## src/rtl/i2s_pkg.sv

```systemverilog
/* Widths and counter sizes shared by the I2S capture RTL and its testbench.
   Modules pull these in with a wildcard import in their header. */

package i2s_pkg;

    // ##############################
    // Audio word and frame sizes
    // ##############################

    // Bits kept per slot; extra slot bits are ignored.
    localparam int sample_width = 16;

    // Bit counter inside a slot, must reach sample_width.
    localparam int bit_cnt_width = 5;

    // Left word in the upper half, right word in the lower half.
    localparam int frame_width = 2 * sample_width;

    // ##############################
    // Output port bookkeeping
    // ##############################

    // Saturating count of frames lost to back-pressure.
    localparam int drop_cnt_width = 8;

    // The counter is frozen at this value once reached.
    localparam logic [drop_cnt_width-1:0] drop_cnt_max = '1;

    // Handy constants for the slot bit counter.
    localparam logic [bit_cnt_width-1:0] bit_cnt_one  = bit_cnt_width'(1);
    localparam logic [bit_cnt_width-1:0] bit_cnt_full = bit_cnt_width'(sample_width);

endpackage

```

## src/rtl/i2s_rx.sv

```systemverilog
/* I2S slave receiver on the serial bit clock. Emits one word per ws slot
   with a one-cycle left or right valid pulse, MSB first, one-bit I2S delay. */
`timescale 1ns/1ps

module i2s_rx import i2s_pkg::*;
(
    input  logic                    sck,
    input  logic                    rst_n,

    input  logic                    ws,
    input  logic                    sda,

    output logic [sample_width-1:0] word,
    output logic                    left_valid,
    output logic                    right_valid
);

    logic [1:0]                 ws_d;       // Newest ws in bit 0.
    logic                       ws_edge;
    logic                       in_slot;    // Set by the first ws edge after reset.
    logic [bit_cnt_width-1:0]   bit_cnt;
    logic [sample_width-1:0]    shift_q;

    // ##############################
    // ws history and transition
    // ##############################

    always_ff @(posedge sck or negedge rst_n)
    begin
        if (!rst_n)
            ws_d <= 2'b00;
        else
            ws_d <= {ws_d[0], ws};
    end

    assign ws_edge = ws_d[0] ^ ws_d[1];    // High for one cycle per slot change.

    // ##############################
    // Bit counter and shifter
    // ##############################

    // The MSB is taken in the same cycle the transition is seen,
    // so the counter restarts at one and stops at a full word.
    always_ff @(posedge sck or negedge rst_n)
    begin
        if (!rst_n)
        begin
            bit_cnt <= bit_cnt_full;        // Idle until the first slot.
            shift_q <= '0;
        end
        else if (ws_edge)
        begin
            bit_cnt <= bit_cnt_one;
            shift_q <= {{(sample_width-1){1'b0}}, sda};    // MSB of new slot.
        end
        else if (bit_cnt < bit_cnt_full)
        begin
            bit_cnt <= bit_cnt + 1'b1;
            shift_q <= {shift_q[sample_width-2:0], sda};
        end
    end

    // ##############################
    // Word output and channel tag
    // ##############################

    // The stretch before the first ws edge is no slot and yields no word.
    always_ff @(posedge sck or negedge rst_n)
    begin
        if (!rst_n)
        begin
            in_slot     <= 1'b0;
            word        <= '0;
            left_valid  <= 1'b0;
            right_valid <= 1'b0;
        end
        else
        begin
            if (ws_edge)
                in_slot <= 1'b1;
            if (ws_edge && in_slot)
                word <= shift_q;            // Ending slot is complete here.
            left_valid  <= ws_edge & in_slot & ~ws_d[1];  // Old level low means left.
            right_valid <= ws_edge & in_slot &  ws_d[1];
        end
    end

    // A word only leaves after a slot long enough for all its bits.
    a_word_complete: assert property (
        @(posedge sck) disable iff (!rst_n)
        (left_valid || right_valid) |-> $past(bit_cnt) == bit_cnt_full
    );

endmodule

```

## src/rtl/stereo_pairer.sv

```systemverilog
/* Joins each left word with the right word that follows it into a stereo
   frame. A right word with no left word before it is discarded. */
`timescale 1ns/1ps

module stereo_pairer import i2s_pkg::*;
(
    input  logic                    sck,
    input  logic                    rst_n,

    input  logic [sample_width-1:0] word,
    input  logic                    left_valid,
    input  logic                    right_valid,

    output logic [sample_width-1:0] frame_left,
    output logic [sample_width-1:0] frame_right,
    output logic                    frame_valid
);

    logic [sample_width-1:0] left_hold;    // Latest left word.
    logic                    have_left;

    // ##############################
    // Left word holding
    // ##############################

    always_ff @(posedge sck or negedge rst_n)
    begin
        if (!rst_n)
            left_hold <= '0;
        else if (left_valid)
            left_hold <= word;              // A newer left replaces the old one.
    end

    always_ff @(posedge sck or negedge rst_n)
    begin
        if (!rst_n)
            have_left <= 1'b0;
        else if (left_valid)
            have_left <= 1'b1;
        else if (right_valid)
            have_left <= 1'b0;              // Consumed or discarded.
    end

    // ##############################
    // Frame emission
    // ##############################

    always_ff @(posedge sck or negedge rst_n)
    begin
        if (!rst_n)
        begin
            frame_left  <= '0;
            frame_right <= '0;
            frame_valid <= 1'b0;
        end
        else
        begin
            frame_valid <= right_valid & have_left;
            if (right_valid && have_left)
            begin
                frame_left  <= left_hold;
                frame_right <= word;        // Word still holds the right sample.
            end
        end
    end

    // Pairing assumes one channel pulse at a time.
    a_valid_exclusive: assert property (
        @(posedge sck) disable iff (!rst_n)
        !(left_valid && right_valid)
    );

endmodule

```

## src/rtl/frame_handshake.sv

```systemverilog
/* Single-frame output register with a four-phase req/ack handshake.
   Frames that arrive while a transfer is in progress are dropped and counted. */
`timescale 1ns/1ps

module frame_handshake import i2s_pkg::*;
(
    input  logic                      sck,
    input  logic                      rst_n,

    input  logic [sample_width-1:0]   frame_left,
    input  logic [sample_width-1:0]   frame_right,
    input  logic                      frame_valid,

    input  logic                      ack,
    output logic                      req,
    output logic [sample_width-1:0]   out_left,
    output logic [sample_width-1:0]   out_right,
    output logic [drop_cnt_width-1:0] drop_count
);

    typedef enum logic [1:0] {
        st_idle,
        st_request,
        st_release
    } hs_state_t;

    hs_state_t              state;
    logic                   accept;
    logic [frame_width-1:0] frame_q;    // Left in the upper half.

    // Idle means both req and ack low.
    assign accept = frame_valid && (state == st_idle) && !ack;

    // ##############################
    // Handshake FSM
    // ##############################

    always_ff @(posedge sck or negedge rst_n)
    begin
        if (!rst_n)
            state <= st_idle;
        else
        begin
            case (state)
                st_idle:    if (accept) state <= st_request;
                st_request: if (ack)    state <= st_release;   // Drop req.
                st_release: if (!ack)   state <= st_idle;      // Wait ack low.
                default:                state <= st_idle;
            endcase
        end
    end

    assign req = (state == st_request);

    // ##############################
    // Frame register and drops
    // ##############################

    always_ff @(posedge sck or negedge rst_n)
    begin
        if (!rst_n)
        begin
            frame_q    <= '0;
            drop_count <= '0;
        end
        else if (accept)
            frame_q <= {frame_left, frame_right};
        else if (frame_valid && drop_count != drop_cnt_max)
            drop_count <= drop_count + 1'b1;    // Busy, frame is lost.
    end

    assign out_left  = frame_q[frame_width-1:sample_width];
    assign out_right = frame_q[sample_width-1:0];

    // Data held steady for the whole request phase.
    a_data_stable: assert property (
        @(posedge sck) disable iff (!rst_n)
        req && $past(req) |-> $stable(out_left) && $stable(out_right)
    );

    // A new request only starts once the consumer has released ack.
    a_req_rise_ack_low: assert property (
        @(posedge sck) disable iff (!rst_n)
        $rose(req) |-> !ack
    );

endmodule

```

## src/rtl/i2s_capture_top.sv

```systemverilog
/* I2S capture path: receiver, left/right pairing and req/ack output stage.
   Runs entirely on the serial bit clock sck. */
`timescale 1ns/1ps

module i2s_capture_top import i2s_pkg::*;
(
    input  logic                      sck,
    input  logic                      rst_n,

    // Serial audio input.
    input  logic                      ws,
    input  logic                      sda,

    // Consumer port.
    input  logic                      ack,
    output logic                      req,
    output logic [sample_width-1:0]   out_left,
    output logic [sample_width-1:0]   out_right,
    output logic [drop_cnt_width-1:0] drop_count
);

    // ##############################
    // Stage wiring
    // ##############################

    logic [sample_width-1:0] word;
    logic                    left_valid;
    logic                    right_valid;

    logic [sample_width-1:0] frame_left;
    logic [sample_width-1:0] frame_right;
    logic                    frame_valid;

    i2s_rx u_rx (
        .sck         (sck),
        .rst_n       (rst_n),
        .ws          (ws),
        .sda         (sda),
        .word        (word),
        .left_valid  (left_valid),
        .right_valid (right_valid)
    );

    stereo_pairer u_pairer (
        .sck         (sck),
        .rst_n       (rst_n),
        .word        (word),
        .left_valid  (left_valid),
        .right_valid (right_valid),
        .frame_left  (frame_left),
        .frame_right (frame_right),
        .frame_valid (frame_valid)
    );

    frame_handshake u_handshake (
        .sck         (sck),
        .rst_n       (rst_n),
        .frame_left  (frame_left),
        .frame_right (frame_right),
        .frame_valid (frame_valid),
        .ack         (ack),
        .req         (req),
        .out_left    (out_left),
        .out_right   (out_right),
        .drop_count  (drop_count)
    );

endmodule

```

## config.mk

```make
export PLATFORM = sky130hd
export DESIGN_NAME = i2s_capture_top
export DESIGN_NICKNAME = d
export VERILOG_FILES = /design/src/rtl/i2s_pkg.sv /design/src/rtl/i2s_rx.sv /design/src/rtl/stereo_pairer.sv /design/src/rtl/frame_handshake.sv /design/src/rtl/i2s_capture_top.sv
export SDC_FILE = /design/constraint.sdc
export NUM_CORES = 1
export LEC_CHECK = 0
export BUFFER_PORTS_ARGS = -buffer_cell sky130_fd_sc_hd__buf_2
export CAP_MARGIN = 15
export CORE_UTILIZATION = 40
export DETAILED_ROUTE_END_ITERATION = 10
export GPL_TIMING_DRIVEN = 1
export PLACE_DENSITY = 0.56
export SYNTH_ARGS = -nofsm -noshare
export SYNTH_HDL_FRONTEND = slang
export SYNTH_SLANG_ARGS = --single-unit
export TNS_END_PERCENT = 100
```

## constraint.sdc

```tcl
create_clock -name sck -period 3.7 [get_ports sck]
set_input_delay 0 -clock sck [delete_from_list [all_inputs] [get_ports sck]]
set_output_delay 0 -clock sck [all_outputs]
set_load 0.03 [all_outputs]
```

==> flow_summary_export.csv, run 1 <==
group,metric,value,unit
die,initial_core_util,41.17,%
placement,pre_cts_slack,1.921,ns
drt,drt-initial-drc-count,142,
placement,dp_hpwl,5034,um
drt,firstDrtPassIters,4,
die,io_pins,46,
worst_hold_path,hp-class,"primary input to flop",
power,p_leak,3.147,nW
drt,route.detailed.wl_per_inst,13.85,um
placement,gp_congestion,0.6824,
drt,drtAntennaViolNets,0,
placement,numPortBuffers,45,
sta,final_hold_viol_count,0,
sta,report.final.slew_viol_count,0,
logic_synthesis,synth_simple_gate_area_share,4.817,%
final_layout,fin_cells,579,
worst_hold_path,hp-start,"ws",
sta,period_minus_slack,1.749,ns
drt,drcViolationCount,0,
critical_path,r2r_start,"u_rx.right_valid",
logic_synthesis,synth.avg_cell_area,15.51,um^2
sta,fmax,0.5716,GHz
clocking,cts_htree_levels,4,
logic_synthesis,yosys.area.top_type_share,64.07,%
placement,placedCellCount,543,
critical_path,critPathMaxFanout,19,
drt,via_count,2714,
global_route,grt_pass1_vias,2714,
logic_synthesis,synth_top_family_by_area,"multiplexers",
clocking,post_cts_resized,0,
logic_synthesis,synth_edf_count,0,
logic_synthesis,muxShareOfSynthArea,25.84,%
logic_synthesis,synth_ff_type,"dfrtp_1",
final_layout,final_nets,401,
critical_path,critPathArrivalTime,2.04,ns
die,die_w,116.0,um
logic_synthesis,synth.most_common_cell,"dfrtp_1",
clocking,numClockSinks,134,
logic_synthesis,ys_seq_area_share,64.57,%
power,ir_worst_vdd,257.8,uV
sta,skew,0.005731,ns
sta,timing.hold.ws,0.2210,ns
final_layout,fin_util,49.65,%
sta,finalSetupViolations,0,
critical_path,rrSetupSlack,1.95,ns
drt,wirelength,8022,um
logic_synthesis,synth_fp_nets,342,
sta,setup_slack,1.951,ns
sta,max_slew.worst_pin.slew,0.9347,ns
clocking,cts_tree,"yes",
critical_path,cp-end-kind,"flop",
logic_synthesis,synth_xor_xnor_area_share,1.012,%
critical_path,timing.rr.end,"u_pairer.frame_left[1]",
logic_synthesis,synth.largest_area_cell,"dfrtp_1",
logic_synthesis,ys_warn_count,0,
sta,fin_crit_sh,47.28,%
die,die_area,13450,um^2
global_route,antenna_found_initial,0,
final_layout,n_antenna_cell,0,
global_route,grt-ovfl-total,0,
critical_path,critPathKind,"flop to flop",
clocking,cts_made_buffers,17,
critical_path,cp-start-kind,"flop",
logic_synthesis,synth-seq-cells,134,
die,die_y,116.0,um
die,core_area,12620,um^2
logic_synthesis,synthAdderAreaFrac,0.4817,%
sta,grt_setup_unrepaired,"false",
die,rows,41,
power,power_density,612.7,nW/um^2
global_route,grt_max_degree,108,
status,status,"complete, no violations",
logic_synthesis,ys_types,34,
logic_synthesis,synth_area_leaders,"dfrtp_1, mux2_2, mux2_4",
global_route,grt_pass1_wl,13580,um
logic_synthesis,async_reset_ff_share,100.0,%
worst_hold_path,worstHoldEndpoint,"u_rx.ws_d[0]",
run,cap_violations,0,
final_layout,area_delta_synth_final,20.62,%
critical_path,worstRegToRegCells,3,
clocking,post_cts_buffers,0,
critical_path,cp.required,3.99,ns
clocking,clockBufferDepth,2,
sta,slew_headroom,37.69,%
drt,via_per_inst,4.687,
logic_synthesis,postSynthCellCount,335,
logic_synthesis,synth_compound_area_share,1.566,%
placement,place_area,5594,um^2
clocking,clkTransAtPathRegs,0.06,ns
final_layout,drive_above_1_share,45.70,%
final_layout,final_cell_area,6266,um^2
logic_synthesis,synth_area,5195,um^2
global_route,track_usage,13.57,%
clocking,root_buffer,"clkbuf_16",
power,p_total,3.839,mW
logic_synthesis,synthTopCellsByCount,"dfrtp_1, mux2_2, nor2_1, mux2i_1, mux2_4",
sta,finalSetupTns,0,ns
clocking,insertion_delay,0.41,ns
worst_hold_path,hold_depth,2,
==> cell type report <==
class / instances / area (um^2)
clock buffer: 19 / 452.9
fill: 1117 / 6354
tap: 172 / 215.2
clock inverter: 13 / 178.9
inverter: 3 / 11.26
timing repair buffer: 53 / 301.5
multi-input combinational: 185 / 1752
sequential: 134 / 3354
==> worst max-delay path: stages (launching register included) <==
cell	delay (ns)
dfrtp_1	0.37
nand2_1	0.48
buf_4	0.39
mux2_2	0.38
==> worst max path at each step <==
| stage | start | slack (ns) | end | depth (start not counted) |
|---|---|---|---|---|
| floorplan | u_handshake.drop_count[0] | 1.90 | u_handshake.drop_count[1] | 5 |
| detailed placement | u_pairer.have_left | 1.92 | u_pairer.frame_left[1] | 3 |
| global placement | u_pairer.have_left | 1.94 | u_pairer.frame_right[1] | 3 |
| CTS | u_pairer.have_left | 1.91 | u_pairer.frame_left[1] | 3 |
| finish | u_rx.right_valid | 1.95 | u_pairer.frame_left[1] | 3 |
| global route | u_pairer.have_left | 1.82 | u_pairer.frame_left[1] | 3 |
==> cells by family (layout without fill, tap and decap cells) <==
logic type / count (synthesis) / in the layout
AO/OA/AOI/OAI: 11 / 11
XOR/XNOR: 6 / 6
adder cells (fa/ha/maj): 2 / 2
buffers and inverters: 16 / 88
flip-flops: 134 / 134
multiplexers: 117 / 117
AND/OR/NAND/NOR: 49 / 49
==> cell usage in the layout (no fill, tap or decap), types with 3 or more instances in the layout <==
cell type / n
a31oi_1: 3
buf_2: 44
buf_4: 4
bufinv_16: 4
clkbuf_16: 17
clkinv_2: 4
clkinvlp_4: 4
dfrtp_1: 133
dlygate4sd3_1: 4
inv_1: 3
mux2_2: 88
mux2_4: 12
mux2i_1: 16
nand2_1: 9
nand3_1: 5
nor2_1: 22
nor2b_1: 3
o21a_1: 3
xnor2_1: 3
xor2_1: 3
==> state kept, by name, indices dropped and copies added (netlist names), 2 cells and up <==
register and count:
u_rx.shift_q 16, u_rx.bit_cnt 5, u_handshake.frame_q 32, u_pairer.frame_left 16, u_rx.word 16, u_handshake.drop_count 8
u_rx.ws_d 2, u_pairer.frame_right 16, u_handshake.state 2, u_pairer.left_hold 16
==> where the power goes <==
part           switching [mW]  internal, mW
Combinational           0.244         0.162
Sequential             0.0869          1.58
Clock                   0.607          1.16
Total                   0.938          2.90
==> routing by layer <==
| layer | GRT usage [%] | wire, um | up-vias |
|---|---|---|---|
| li1 | - | - | 1294 |
| met5 | 0 | 0 | - |
| met3 | 4.236 | 223 | 13 |
| met4 | 7.692 | 143 | 0 |
| met2 | 19.80 | 3665 | 42 |
| met1 | 17.89 | 3990 | 1365 |
==> repair_timing <==
action                                  in CTS  in global routing
hold endpoints to repair                   109                  0
hold buffers                                 4                  0
endpoints found under the setup margin       0                  0
Power figures use the tool's default switching activity.
==> run 2, diff against run 1 <==
--- a/config.mk
+++ b/config.mk
@@ -10,7 +10,7 @@
 export CORE_UTILIZATION = 40
 export DETAILED_ROUTE_END_ITERATION = 10
 export GPL_TIMING_DRIVEN = 1
-export PLACE_DENSITY = 0.56
+export PLACE_DENSITY = 0.58
 export SYNTH_ARGS = -nofsm -noshare
 export SYNTH_HDL_FRONTEND = slang
 export SYNTH_SLANG_ARGS = --single-unit
==> constraint.sdc (replaced) <==
create_clock -name sck -period 1.6 [get_ports sck]
set_input_delay 0 -clock sck [delete_from_list [all_inputs] [get_ports sck]]
set_output_delay 0 -clock sck [all_outputs]
set_load 0.03 [all_outputs]
==> flow_summary_export.csv, run 2 (same netlist as run 1, synthesis figures left out) <==
group,metric,value,unit
worst_hold_path,hp-class,"primary input to flop",
final_layout,final_common_cell,"dfrtp_1",
global_route,use_met2,19.72,%
sta,grt_setup_unrepaired,"false",
placement,gp_congestion,0.7617,
global_route,grtUsageMet3,4.446,%
die,die_w,116.0,um
final_layout,largest_reg_flops,32,
final_layout,drive_above_1_share,47.12,%
critical_path,critPathMaxFanout,7,
sta,fin_crit_sh,96.86,%
power,power_density,1340,nW/um^2
die,core_area,12620,um^2
sta,report.final.slew_viol_count,0,
global_route,grt-ovfl-total,0,
sta,slew_headroom,52.78,%
worst_hold_path,hold_depth,2,
drt,route.detailed.wl_per_inst,14.13,um
drt,wirelength,8310,um
die,io_pins,46,
final_layout,top_register,"u_handshake.frame_q",
global_route,antenna_found_initial,0,
placement,pre_cts_slack,0.03015,ns
clocking,cts_htree_levels,4,
drt,firstDrtPassIters,4,
global_route,grt_max_degree,135,
clocking,clkTransAtPathRegs,0.05,ns
drt,via_count,2808,
sta,skew,0.01194,ns
drt,drt-initial-drc-count,229,
sta,fmax,0.6453,GHz
final_layout,final_nets,410,
clocking,clockBufferDepth,2,
die,rows,41,
global_route,grt-busiest-layer,"met2",
sta,final_hold_viol_count,0,
clocking,numClockSinks,134,
final_layout,area_delta_synth_final,22.93,%
sta,setup_slack,0.05025,ns
critical_path,critPathKind,"flop to flop",
critical_path,critPathArrivalTime,1.84,ns
critical_path,cp-start-kind,"flop",
power,p_total,8.556,mW
placement,dp_hpwl,5007,um
global_route,grt_pass1_vias,2696,
sta,period_minus_slack,1.550,ns
drt,drtAntennaViolNets,0,
clocking,cts_made_buffers,17,
sta,max_slew.worst_pin.slew,0.7084,ns
final_layout,n_antenna_cell,0,
clocking,root_buffer,"clkbuf_16",
die,initial_core_util,41.17,%
drt,drcViolationCount,0,
final_layout,fillers,1096,
clocking,cts_tree,"yes",
critical_path,cp-end-kind,"flop",
run,cap_violations,0,
power,ir_worst_vdd,642.7,uV
sta,finalSetupViolations,0,
clocking,insertion_delay,0.40,ns
critical_path,cp.required,1.89,ns
final_layout,final_cell_mix,"dfrtp_1, mux2_2, buf_2, nor2_1, clkbuf_16",
critical_path,worstRegToRegCells,4,
global_route,grt.met1_usage,17.76,%
placement,numPortBuffers,45,
drt,via_per_inst,4.776,
sta,finalSetupTns,0,ns
die,die_area,13450,um^2
die,die_y,116.0,um
sta,timing.hold.ws,0.2335,ns
final_layout,fin_util,50.60,%
global_route,track_usage,13.30,%
power,p_leak,3.190,nW
status,status,"complete, no violations",
global_route,grt_pass1_wl,13500,um
## run 2: changes by cell type in the layout (fill, tap and decap cells not counted), sizes merged
cell / change
bufinv: -2
clkinv: -4
buf: +8
clkbuf: +11
clkinvlp: -4
## run 2: through the flow
step                      cell area, um^2  cells
final                                6386    588
after global routing                 6386    588
after CTS                            6335    585
after detailed placement             5729    549
after global placement               5729    549
after floorplan                      5214    335
## run 2: critical path, stage by stage, from the launching register on
cell and delay (ns):
dfrtp_2 0.44, o31a_4 0.38, and4_4 0.22, nand3_1 0.10, mux2_4 0.30
## run 2: path summary, 6_finish.rpt
kind,from,endpoint,slack (ns)
setup / recovery,u_handshake.state[1],u_handshake.drop_count[7],0.05
hold / removal,ws,u_rx.ws_d[0],0.23
setup reg to reg,u_handshake.state[1],u_handshake.drop_count[7],0.05
hold reg to reg,u_rx.ws_d[0],u_rx.ws_d[1],0.48
max in group asynchronous,rst_n,u_handshake.frame_q[4],0.80
min in group asynchronous,rst_n,u_handshake.frame_q[23],0.27
## run 2: area by class of cell
type	count	area [um^2]	share of cell area, %
Timing Repair Buffer	62	457.9	7.171
Inverter	3	11.26	0.1763
Clock inverter	3	65.06	1.019
Clock buffer	29	500.5	7.837
Sequential cell	134	3362	52.64
Multi-Input combinational cell	185	1774	27.78
Tap cell	172	215.2	3.370
## run 2: per-layer routing
metal  part of all wire (%)  up-vias
met5                      0        -
met4                    1.3        0
met3                    2.8        6
met2                     47       40
met1                     49     1448
li1                       -     1314
## run 2: power by group
part,switching (mW),internal (mW)
logic,0.588,0.424
clock network,1.25,2.42
registers,0.207,3.67
## run 2: timing repair
action | 4_1_cts | 5_1_grt
endpoints found under the setup margin | 0 | 3
setup buffers | 0 | 2
resized for setup | 0 | 4
endpoints found under the hold margin | 137 | 0
hold buffers | 4 | 0
